===== config.mk =====
export PLATFORM = sky130hd
export DESIGN_NAME = lsu_addr_gen
export DESIGN_NICKNAME = d
export VERILOG_FILES = /design/src/common/lsu_pkg.sv /design/src/rtl/lsu_addr_gen.sv
export SDC_FILE = /design/constraint.sdc
export NUM_CORES = 1
export LEC_CHECK = 0
export BUFFER_PORTS_ARGS = -buffer_cell sky130_fd_sc_hd__buf_2
export CORE_MARGIN = 2
export CORE_UTILIZATION = 37
export DETAILED_ROUTE_END_ITERATION = 12
export MAX_ROUTING_LAYER = met4
export PLACE_DENSITY = 0.88
export SETUP_SLACK_MARGIN = 0.02
export SYNTH_ARGS = -nofsm -noshare
export SYNTH_HDL_FRONTEND = slang
export SYNTH_SLANG_ARGS = --single-unit

===== constraint.sdc =====
create_clock -name clk -period 1.86 [get_ports clk]
set_input_delay 0 -clock clk [delete_from_list [all_inputs] [get_ports clk]]
set_output_delay 0 -clock clk [all_outputs]
set_load 0.005 [all_outputs]

===== src/common/lsu_pkg.sv =====
`default_nettype none

package lsu_pkg;

   // ~~~~~~~~~~~~~~~~~~~~~~~~~~~~~~~~~~~~~~~~~~~~~~~~~~~~~~~~~~~~
   // Datapath widths
   // ~~~~~~~~~~~~~~~~~~~~~~~~~~~~~~~~~~~~~~~~~~~~~~~~~~~~~~~~~~~~

   localparam int xlen        = 32;           // RV32 data word.
   localparam int lane_w      = xlen / 8;     // Byte lanes per word.
   localparam int imm_w       = 12;           // I/S-type immediate.
   localparam int addr_w      = 12;           // Byte address, 4 KiB.
   localparam int word_addr_w = addr_w - 2;   // Drops the byte offset.
   localparam int ram_words   = 1024;         // Data RAM depth.

   // ~~~~~~~~~~~~~~~~~~~~~~~~~~~~~~~~~~~~~~~~~~~~~~~~~~~~~~~~~~~~
   // Memory opcodes
   // ~~~~~~~~~~~~~~~~~~~~~~~~~~~~~~~~~~~~~~~~~~~~~~~~~~~~~~~~~~~~

   // Loads first, then stores; op_none passes the ALU result through.
   typedef enum logic [3:0] {
      op_none = 4'd0,   // Not a memory instruction.
      op_lb   = 4'd1,   // Byte, sign-extended.
      op_lh   = 4'd2,   // Halfword, sign-extended.
      op_lw   = 4'd3,   // Full word.
      op_lbu  = 4'd4,   // Byte, zero-extended.
      op_lhu  = 4'd5,   // Halfword, zero-extended.
      op_sb   = 4'd6,   // Store byte.
      op_sh   = 4'd7,   // Store halfword.
      op_sw   = 4'd8    // Store word.
   } mem_op_t;

endpackage

`default_nettype wire


===== src/rtl/lsu_addr_gen.sv =====
`timescale 1ns/1ns
`default_nettype none

module lsu_addr_gen (
   input  logic                        clk,
   input  logic                        rst,
   input  logic                        op_vld,
   input  lsu_pkg::mem_op_t            op,
   input  logic [lsu_pkg::xlen-1:0]    base,
   input  logic [lsu_pkg::imm_w-1:0]   offset,
   input  logic [lsu_pkg::xlen-1:0]    store_data,
   input  logic [lsu_pkg::xlen-1:0]    alu_result,
   output logic                        ex_vld,
   output logic [lsu_pkg::xlen-1:0]    ex_result,
   output logic [lsu_pkg::lane_w-1:0]  rden,
   output logic [lsu_pkg::lane_w-1:0]  wren,
   output logic [lsu_pkg::xlen-1:0]    wrdata,
   output logic [lsu_pkg::addr_w-1:0]  addr,
   output logic                        load_signed,
   output logic                        ex_misaligned
);
   import lsu_pkg::*;

   logic [xlen-1:0]   ea;          // Effective address, full width.
   logic [lane_w-1:0] byte_lane;   // One-hot lane for byte access.
   logic [lane_w-1:0] half_lane;   // Lane pair for halfword access.
   logic [lane_w-1:0] rd_mask;
   logic [lane_w-1:0] wr_mask;
   logic [xlen-1:0]   lane_data;   // Store data moved into its lanes.
   logic              mis;

   // ~~~~~~~~~~~~~~~~~~~~~~~~~~~~~~~~~~~~~~~~~~~~~~~~~~~~~~~~~~~~
   // Address and lane decode
   // ~~~~~~~~~~~~~~~~~~~~~~~~~~~~~~~~~~~~~~~~~~~~~~~~~~~~~~~~~~~~

   assign ea        = base + {{(xlen-imm_w){offset[imm_w-1]}}, offset};   // rs1 + sext(imm).
   assign byte_lane = lane_w'(1) << ea[1:0];
   assign half_lane = ea[1] ? 4'b1100 : 4'b0011;                         // Upper or lower half.

   always_comb begin
      rd_mask   = '0;
      wr_mask   = '0;
      mis       = 1'b0;
      lane_data = store_data;                       // Word store default.
      case (op)
         op_lb, op_lbu: rd_mask = byte_lane;          // Any byte address is fine.
         op_lh, op_lhu: begin
            mis     = ea[0];                        // Needs even address.
            rd_mask = ea[0] ? '0 : half_lane;
         end
         op_lw: begin
            mis     = |ea[1:0];                     // Needs word address.
            rd_mask = mis ? '0 : '1;
         end
         op_sb: begin
            wr_mask   = byte_lane;
            lane_data = {lane_w{store_data[7:0]}};  // Byte in every lane.
         end
         op_sh: begin
            mis       = ea[0];
            wr_mask   = ea[0] ? '0 : half_lane;
            lane_data = {2{store_data[15:0]}};      // Half in both halves.
         end
         op_sw: begin
            mis     = |ea[1:0];
            wr_mask = mis ? '0 : '1;
         end
         default: ;                                 // op_none, no access.
      endcase
   end

   // ~~~~~~~~~~~~~~~~~~~~~~~~~~~~~~~~~~~~~~~~~~~~~~~~~~~~~~~~~~~~
   // Execute-to-memory register
   // ~~~~~~~~~~~~~~~~~~~~~~~~~~~~~~~~~~~~~~~~~~~~~~~~~~~~~~~~~~~~

   always_ff @(posedge clk) begin
      if (rst) begin
         ex_vld        <= 1'b0;
         rden          <= '0;
         wren          <= '0;
         ex_misaligned <= 1'b0;
      end else begin
         ex_vld        <= op_vld;
         rden          <= op_vld ? rd_mask : '0;    // Idle slot, no access.
         wren          <= op_vld ? wr_mask : '0;
         ex_misaligned <= op_vld & mis;
      end
   end

   // Payload, meaningful only alongside ex_vld.
   always_ff @(posedge clk) begin
      ex_result   <= alu_result;
      wrdata      <= lane_data;
      addr        <= ea[addr_w-1:0];                // Wraps within 4 KiB.
      load_signed <= (op == op_lb) || (op == op_lh);
   end

endmodule

`default_nettype wire


== Yosys cells after proc, flatten, opt, wreduce, memory -nomap -nowiden ==
Cells that the tools add are included.

* Bits in registers: 87
* Latch bits: 0
* RAM bits: 0
* ROM bits: 0
* Word-level logic and storage cells: 34
* Memories: 0

* $add $sub $neg: 1
* Multiply operators: 0
* Div/mod/pow operators: 0
* Magnitude comparators: 0
* Equality and inequality tests: 8
* Shift-type cells: 1
* Muxes and demuxes: 7
* Bitwise operators: 2
* Reductions and logical operators: 7

{| class="wikitable"
|+ Operators by type and width
! kind !! count
|-
| $pmux W32 S2 || 1
|-
| $pmux W4 S3 || 2
|-
| $eq A4 B3 Y1 const B || 4
|-
| $add A12 B12 Y12 || 1
|-
| $mux W4 || 3
|-
| $reduce_or A2 Y1 || 5
|-
| $eq A4 B2 Y1 const B || 2
|-
| $eq A4 B1 Y1 const B || 1
|-
| $eq A4 B4 Y1 const B || 1
|-
| $shl A1 B2 Y4 const A || 1
|-
| $reduce_or A3 Y1 || 1
|-
| $pmux W1 S2 || 1
|-
| $and A1 B1 Y1 || 1
|-
| $logic_or A1 B1 Y1 || 1
|-
| $not A1 Y1 || 1
|}

== Depth between registers and ports, before layout ==
Gate-level depths: netlist of the first run.

* Depth in word-level cells: 4
* Depth in mapped cells: 8

== Worst setup path after synthesis of the first run ==
Ideal clock, no wire load.

* Path type: in2reg
* From: input offset[0] (netlist bit)
* To: register addr[8] (netlist bit)
* Setup time: 127 ps
* Arrival: 1629 ps
* Setup slack: 103 ps
* Stages on the path: 7
* Path buffers: 0
* Cell sequence: ha_1 > fa_1 > a211oi_1 > o21bai_1 > a2111oi_0 > nor3_1 > xor2_1

* Cells in the longest elaborated chain, start to end: 1

{| class="wikitable"
|+ Ends and longest elaborated chain
! element !! line !! RTL
|-
| from (decl) || lsu_addr_gen.sv:10 || <nowiki>input logic [lsu_pkg::imm_w-1:0] offset,</nowiki>
|-
| $add A12 B12 Y12 || lsu_addr_gen.sv:36 || <nowiki>assign ea = base + {{(xlen-imm_w){offset[imm_w-1]}}, offset};</nowiki>
|-
| net ea[8] || lsu_addr_gen.sv:24 || <nowiki>logic [xlen-1:0] ea;</nowiki>
|-
| to (signal assigned) || lsu_addr_gen.sv:94 || <nowiki>addr <= ea[addr_w-1:0];</nowiki>
|-
| to (decl) || lsu_addr_gen.sv:18 || <nowiki>output logic [lsu_pkg::addr_w-1:0] addr,</nowiki>
|}

The timed path passes the listed nets, and every way through them passes these cells.
A chain may end at the register's enable or synchronous reset.

== Final worst setup path of the first run ==
Same ends and word-level chain as after synthesis.

==> results of run 1 <==
==> cell type report <==
type,instances,area share (%)
tap,102,2.607
clock buffer,10,2.607
sequential,87,35.57
inverter,1,0.07667
clock inverter,5,2.172
timing repair buffer,258,34.04
multi-input combinational,161,22.92
==> registers in the layout, indices dropped and copies added, names as in the netlist <==
| register | count |
|---|---|
| ex_misaligned | 1 |
| ex_vld | 1 |
| wrdata | 32 |
| ex_result | 32 |
| addr | 12 |
| load_signed | 1 |
| wren | 4 |
| rden | 4 |
==> cells by family after synthesis <==
logic type / Yosys count
AO/OA/AOI/OAI: 45
AND/OR/NAND/NOR: 73
XOR/XNOR: 15
buffers and inverters: 12
adder cells (fa/ha/maj): 12
multiplexers: 16
flip-flops: 87
==> metal layers <==
metal / vias to the layer above / share of wire [%] / global-route usage [%]
met4: 0 / 2.4 / 8.456
li1: 1410 / - / -
met2: 131 / 55 / 42.40
met3: 19 / 6.5 / 5.696
met1: 1360 / 36 / 19.51
met5: - / 0 / -
==> through the flow <==
stage	TNS [ps]	total power, mW	hold WS (ps)	cells
floorplan	0	2.374	27.72	260
detailed placement	-262.0	2.691	103.6	536
global route	0	4.519	36.02	624
finish	0	4.329	33.77	624
global placement	-115.1	2.662	101.9	536
CTS	0	4.349	6.110	624
==> timing repair <==
action                                  CTS  global route
endpoints found under the setup margin    0             1
hold buffers                             73             0
resized for setup                         0             2
hold endpoints to repair                 67             0
buffers inserted                          0             0
==> cell usage after synthesis, types with 2 or more instances <==
master     number
dfxtp_1        87
nand2_1        37
a21oi_1        14
ha_1           11
clkbuf_1        9
o21ai_1         9
mux2_1          8
mux2i_1         8
nor2_1          8
xnor2_1         8
xor2_1          7
nor3_1          6
nand3b_1        4
a211oi_1        3
a21o_1          3
nand3_1         3
nand4_1         3
o21ai_0         3
a2111oi_0       2
a31oi_1         2
and2_1          2
nor2b_1         2
==> critical path: stages <==
cell       delay (ps)
buf_2             100
ha_1              220
fa_1              440
a211oi_2          280
o21bai_1          150
a2111oi_1         470
nor3_1            140
xor2_1            160
==> report_power, final <==
group / total, mW / internal, mW / switching, mW
registers: 2.04 / 2.01 / 0.0381
logic: 0.745 / 0.410 / 0.335
clock network: 1.54 / 0.891 / 0.647
total: 4.33 / 3.31 / 1.02
==> worst paths after layout <==
check,slack (ps),to,from,cells after the start
setup / recovery,130,addr[8],offset[0],8
hold / removal,30,load_signed,op[2],2
==> reports/qor.txt, run 1 <==
final hold vios - 0
relative slew slack - 63.90%
# IOs - 202
Netlist cell types - 43
Total Wirelength - 9115 microns
pin slew with the least headroom to its limit - 540.9 ps
CTS Sinks - 87
Site Rows - 32
WP data required - 2090 ps
Synth top area share - 59.90%
Simple-Gate Fraction of Synth Area - 11.96%
Pleak - 2.390 nW
Critical Path Sink Type - flip-flop
Max Slew Vio Count - 0
Post-synth EDFFs - 0
Post-Synthesis Cells - 260
first-pass GRT wire length - 14030 microns
warning count from the yosys run - 0
CTS H-tree depth - 3
Post-Synth Adder-Cell Area - 5.422%
min-delay worst type - input pin to flip-flop
max_cap viols - 0
worst-path fanout max - 3
post-place setup slack - -262.0 ps
Synth Flop Type - dfxtp_1
Synth Area in XOR/XNOR - 4.518%
pin count of the biggest net entering global routing - 26
fillcell total - 614
leading area contributor after synthesis - dfxtp_1
peak supply drop - 0.6038 mV
GRT overflow - 0
die footprint - 8584 sq um
sequential area share after synthesis - 59.90%
Setup WS post-layout - 134.8 ps
Util after Layout - 63.69%
antenna violations before repair - 0
GPL Wtd Cong - 0.7743
vias post-DR - 2920
largest family of logic cells by synthesized area - simple AND/OR/NAND/NOR gates
commonest non-fill, non-tap cells in the layout - buf_2 (181), dfxtp_1 (87), dlygate4sd3_1 (73), nand2_1 (37), a21oi_1 (14)
CTS tree - done
Post-Syn Area - 2908 sq um
port bufs - 181
CP arrival - 1950 ps
Cell Pwr Density - 884.1 nW/um^2
syn nets - 387
clk slew on worst S/H paths - 90 ps
setup violators final - 0
share of cells above drive strength 1 - 39.27%
Peak Freq - 579.6 MHz
FF+latch count, synth - 87
Final period util - 92.75%
final instance area - 4896 sq um
Area growth syn-to-layout - 68.37%
Setup CP Type - input pin to flip-flop
Synth Area in Compound Gates - 10.63%
first-pass detailed-route iteration total - 4
ys async rst share - 0%
largest cells by area after synthesis - dfxtp_1 (60%), nand2_1 (4.8%), ha_1 (4.7%)
Critical Path Source Type - input pin
Post-DRT Antenna Nets - 0
Die H - 92.65 microns
total area of sequential cells - 1742 sq um
DR iter-0 viols - 103
total track usage - 21.57%
hpwl dp - 5656 microns
mux share of post-synthesis cell area - 5.852%
multi-input logic area - 1122 sq um
number of global-route vias before repair - 3037
wire length per cell - 14.61 microns
n_diodes - 0
most common cell after layout, fill and taps aside - buf_2
CTS Buf Count - 9
number of remaining DRC errors - 0
core box area - 7687 sq um
Root Buffer - clkbuf_8
initial core utilization - 37.83%
fin nets - 645
DIE WIDTH - 92.65 microns
Synth Area per Inst - 11.18 sq um
post-place instance area - 3925 sq um
min Tclk post-route - 1725 ps
CTS max path bufs - 2
vias per cell - 4.679
RSZ-0062 raised after global routing - false
status - finished clean
Note: power is estimated with default switching activity, not from simulation.
==> inputs of run 2 (changes only) <==
--- a/config.mk
+++ b/config.mk
@@ -5,12 +5,14 @@
 export SDC_FILE = /design/constraint.sdc
 export NUM_CORES = 1
 export LEC_CHECK = 0
+export ABC_AREA = 1
+export ABC_CLOCK_PERIOD_IN_PS = 1860
 export BUFFER_PORTS_ARGS = -buffer_cell sky130_fd_sc_hd__buf_2
 export CORE_MARGIN = 2
 export CORE_UTILIZATION = 37
 export DETAILED_ROUTE_END_ITERATION = 12
 export MAX_ROUTING_LAYER = met4
-export PLACE_DENSITY = 0.88
+export PLACE_DENSITY = 0.87
 export SETUP_SLACK_MARGIN = 0.02
 export SYNTH_ARGS = -nofsm -noshare
 export SYNTH_HDL_FRONTEND = slang
==> reports/qor.txt, run 2 <==
status - finished clean
min Tclk post-route - 1759 ps
Setup CP Type - input pin to flip-flop
Largest regs - ex_result x32, wrdata x32, addr x12
Peak Freq - 568.6 MHz
most common cell after layout, fill and taps aside - buf_2
pin count of the biggest net entering global routing - 19
n_diodes - 0
Final period util - 94.55%
DR iter-0 viols - 119
Synth Flop Type - dfxtp_1
hold_ws - 26.77 ps
antenna violations before repair - 0
Max Slew Vio Count - 0
die footprint - 8821 sq um
first-pass detailed-route iteration total - 5
sequential area share after synthesis - 58.22%
CTS H-tree depth - 3
Area growth syn-to-layout - 68.97%
commonest non-fill, non-tap cells in the layout - buf_2 (181), nand2_1 (117), dfxtp_1 (87), dlygate4sd3_1 (77), inv_1 (42)
Critical Path Sink Type - flip-flop
worst-path fanout max - 10
pin slew with the least headroom to its limit - 478.7 ps
peak supply drop - 0.4332 mV
Netlist cell types - 24
initial core utilization - 38.51%
Root Buffer - clkbuf_8
final hold vios - 0
CTS Buf Count - 9
Die H - 93.92 microns
GRT overflow - 0
Post-Syn Area - 2992 sq um
total track usage - 25.91%
Post-synth EDFFs - 0
GPL Wtd Cong - 0.8415
Cell Pwr Density - 833.6 nW/um^2
FF+latch count, synth - 87
min-delay worst type - input pin to flip-flop
CP arrival - 2050 ps
RSZ-0062 raised after global routing - false
leading area contributor after synthesis - dfxtp_1
hpwl dp - 6785 microns
Synth top area share - 58.22%
syn nets - 470
top-count cell post-synth - nand2_1
Total Wirelength - 11660 microns
Site Rows - 32
CTS tree - done
DIE WIDTH - 93.92 microns
port bufs - 181
number of global-route vias before repair - 3465
max_cap viols - 0
first-pass GRT wire length - 16820 microns
Post-Synthesis Cells - 343
# IOs - 202
largest cells by area after synthesis - dfxtp_1 (58%), nand2_1 (15%), inv_1 (5.3%)
setup_tns - 0 ps
CTS max path bufs - 2
core box area - 7767 sq um
clk slew on worst S/H paths - 90 ps
relative slew slack - 67.97%
share of cells above drive strength 1 - 34.30%
top cells by count, synth - nand2_1 (117), dfxtp_1 (87), inv_1 (42), nand3_1 (20), nor2_1 (18)
WP data required - 2150 ps
CTS Sinks - 87
Critical Path Source Type - input pin
vias post-DR - 3448
Post-DRT Antenna Nets - 0
fin nets - 743
warning count from the yosys run - 0
total chip power - 4.214 mW
ys async rst share - 0%
wire length per cell - 16.12 microns
number of remaining DRC errors - 0
vias per cell - 4.769
setup violators final - 0
Pleak - 2.726 nW
Synth Area per Inst - 8.722 sq um
==> run 2: cell count changes after synthesis, moves of 7 or more <==
cell      delta
mux2_1       -8
xnor2_1      -7
nand3_1     +17
nand2_1     +80
inv_1       +41
o21ai_1      -9
clkbuf_1     -9
o211ai_1     +8
nor2_1      +10
mux2i_1      -8
==> run 2: timing repair <==
item                                   in CTS  in global routing
gates resized for setup                     0                  2
endpoints found under the hold margin      74                  0
hold buffers                               78                  0
setup buffers                               0                  7
setup endpoints to repair                   0                  9
==> run 2: stage by stage <==
stage	instance area, sq um	cells	worst slack (ps)	utilization, %
after detailed placement	3995	622	292.6	51.43
after global routing	5055	723	18.81	65.08
after floorplan	2992	343	545.9	-
after global placement	3995	622	299.3	51.43
final	5055	723	101.4	65.08
after CTS	4990	716	131.7	64.24
==> run 2: area by class of cell <==
| type | count | area [sq um] |
|---|---|---|
| Clock inverter | 6 | 76.32 |
| Timing Repair Buffer | 265 | 1729 |
| Sequential cell | 87 | 1742 |
| Clock buffer | 10 | 137.6 |
| Tap cell | 102 | 127.6 |
| Inverter | 44 | 165.2 |
| Multi-Input combinational cell | 209 | 1077 |
| Fill cell | 595 | 2713 |
==> run 2: critical path, stage by stage <==
cell           delay, ps
dlygate4sd3_1        530
buf_2                140
inv_2                 50
nor2_4               200
nand3_2              270
o211ai_1             270
dlygate4sd3_1        590
==> run 2: power breakdown <==
| group | internal (mW) | total, mW | switching (mW) |
|---|---|---|---|
| clock network | 0.679 | 1.40 | 0.724 |
| logic | 0.391 | 0.765 | 0.374 |
| registers | 2.00 | 2.05 | 0.0423 |
| total | 3.07 | 4.21 | 1.14 |
==> run 2: kinds of logic after synthesis <==
logic type	share of synthesized area, %
flops	58.22
simple gates	23.25
buf+inv	6.524
compound gates	4.684
fa+ha+maj	5.270
xor+xnor	2.049
==> run 2: routing by layer <==
layer | vias to the layer above | wire length, microns | GRT usage (%)
met3 | 70 | 829 | 7.865
met1 | 1574 | 4152 | 23.49
met5 | - | 0 | -
met4 | 0 | 806 | 17.39
met2 | 195 | 5868 | 46.37
li1 | 1609 | - | -
==> run 2: worst paths after layout <==
kind / startpoint / endpoint / slack (ps) / depth (start not counted)
min: op[3] / load_signed / 30 / 4
max: op[2] / wrdata[30] / 100 / 7
==> inputs of run 3 (changes only) <==
--- a/config.mk
+++ b/config.mk
@@ -6,13 +6,13 @@
 export NUM_CORES = 1
 export LEC_CHECK = 0
 export ABC_AREA = 1
-export ABC_CLOCK_PERIOD_IN_PS = 1860
+export ABC_CLOCK_PERIOD_IN_PS = 1700
 export BUFFER_PORTS_ARGS = -buffer_cell sky130_fd_sc_hd__buf_2
 export CORE_MARGIN = 2
-export CORE_UTILIZATION = 37
+export CORE_UTILIZATION = 40
 export DETAILED_ROUTE_END_ITERATION = 12
 export MAX_ROUTING_LAYER = met4
-export PLACE_DENSITY = 0.87
+export PLACE_DENSITY = 0.89
 export SETUP_SLACK_MARGIN = 0.02
 export SYNTH_ARGS = -nofsm -noshare
 export SYNTH_HDL_FRONTEND = slang
==> constraint.sdc (replaced) <==
create_clock -name clk -period 1.7 [get_ports clk]
set_input_delay 0 -clock clk [delete_from_list [all_inputs] [get_ports clk]]
set_output_delay 0 -clock clk [all_outputs]
set_load 0.005 [all_outputs]
==> reports/qor.txt, run 3 (same netlist as run 2, synthesis figures left out) <==
Critical Path Sink Type - flip-flop
pin slew with the least headroom to its limit - 469.4 ps
Total Wirelength - 12250 microns
share of cells above drive strength 1 - 33.22%
commonest non-fill, non-tap cells in the layout - buf_2 (181), nand2_1 (117), dfxtp_1 (87), dlygate4sd3_1 (76), inv_1 (42)
clk slew on worst S/H paths - 80 ps
CTS Sinks - 87
first-pass detailed-route iteration total - 4
Setup Buffers After CTS - 0
Util after Layout - 67.88%
final instance area - 4923 sq um
wire length per cell - 17.23 microns
CTS Buf Count - 9
endpoint of the worst hold path - load_signed
vias post-DR - 3479
total track usage - 29.91%
Site Rows - 31
min Tclk post-route - 1365 ps
initial core utilization - 41.25%
CTS H-tree depth - 3
hold depth - 4
status - finished clean
Die H - 90.48 microns
CTS tree - done
GPL Wtd Cong - 0.8792
hpwl dp - 6949 microns
first-pass GRT wire length - 18430 microns
hold path start - op[2]
pin count of the biggest net entering global routing - 19
number of global-route vias before repair - 3477
WP data required - 1990 ps
most common cell after layout, fill and taps aside - buf_2
core box area - 7253 sq um
DR iter-0 viols - 136
Pleak - 2.666 nW
antenna violations before repair - 1
Root Buffer - clkbuf_8
worst-path fanout max - 7
Cell Pwr Density - 890.3 nW/um^2
Area growth syn-to-layout - 64.58%
GRT overflow - 0
RSZ-0062 raised after global routing - false
final hold vios - 0
Critical Path Source Type - input pin
DIE WIDTH - 90.48 microns
setup_tns - 0 ps
relative slew slack - 68.59%
Peak Freq - 732.6 MHz
die footprint - 8187 sq um
Largest regs - ex_result x32, wrdata x32, addr x12
vias per cell - 4.893
# IOs - 202
fin nets - 734
min-delay worst type - input pin to flip-flop
CP arrival - 1660 ps
port bufs - 181
total chip power - 4.383 mW
max_cap viols - 0
Setup CP Type - input pin to flip-flop
setup violators final - 0
post-place instance area - 3991 sq um
Post-DRT Antenna Nets - 0
number of remaining DRC errors - 0
peak supply drop - 0.4170 mV
Max Slew Vio Count - 0
CTS max path bufs - 2
Final period util - 80.29%
## run 3: cell count changes in the layout (fill, tap and decap cells not counted), sizes merged
cell,delta
buf,-7
bufinv,-1
clkbuf,-1
clkinvlp,+1
diode,+1
dlygate4sd3,-1
nor2,-1
## run 3: metrics by stage
stage / cells / setup slack (ps) / hold slack [ps]
after floorplan: 343 / 385.9 / 27.72
after global placement: 619 / 139.7 / 102.2
after detailed placement: 619 / 119.3 / 104.1
after CTS: 710 / 294.0 / 16.86
after global routing: 711 / 288.9 / 28.70
final: 711 / 335.0 / 23.05
## run 3: power by group
group	internal, mW	switching (mW)
registers	2.19	0.0481
logic	0.416	0.414
clock network	0.531	0.782
## run 3: layout make-up
class | count | area (sq um)
Antenna cell | 1 | 2.502
Clock buffer | 9 | 123.9
Clock inverter | 6 | 45.04
Fill cell | 491 | 2330
Inverter | 44 | 165.2
Multi-Input combinational cell | 208 | 1055
Sequential cell | 87 | 1742
Tap cell | 99 | 123.9
Timing Repair Buffer | 257 | 1667
## run 3: how the worst max path moves through the flow
stage                   end  slack, ps       from
floorplan           wren[1]        390  offset[0]
global placement    wren[1]        140  offset[0]
detailed placement  wren[3]        120  offset[0]
CTS                  ex_vld        290        rst
global route         ex_vld        290        rst
finish               ex_vld        330        rst
## run 3: what timing repair did
action                                 4_1_cts  5_1_grt
gates resized for setup                      0        0
hold buffers                                76        0
endpoints found under the hold margin       70        0
## run 3: per-layer routing
metal / track usage [%] / vias to the layer above / routed length [microns]
li1: - / 1596 / -
met1: 28.93 / 1564 / 4166
met2: 52.61 / 248 / 6228
met3: 7.429 / 71 / 970
met4: 20.00 / 0 / 885
met5: - / - / 0
## run 3: critical path: stages
cell           delay [ps]
dlygate4sd3_1         530
buf_2                 120
nor2_1                380
dlygate4sd3_1         630
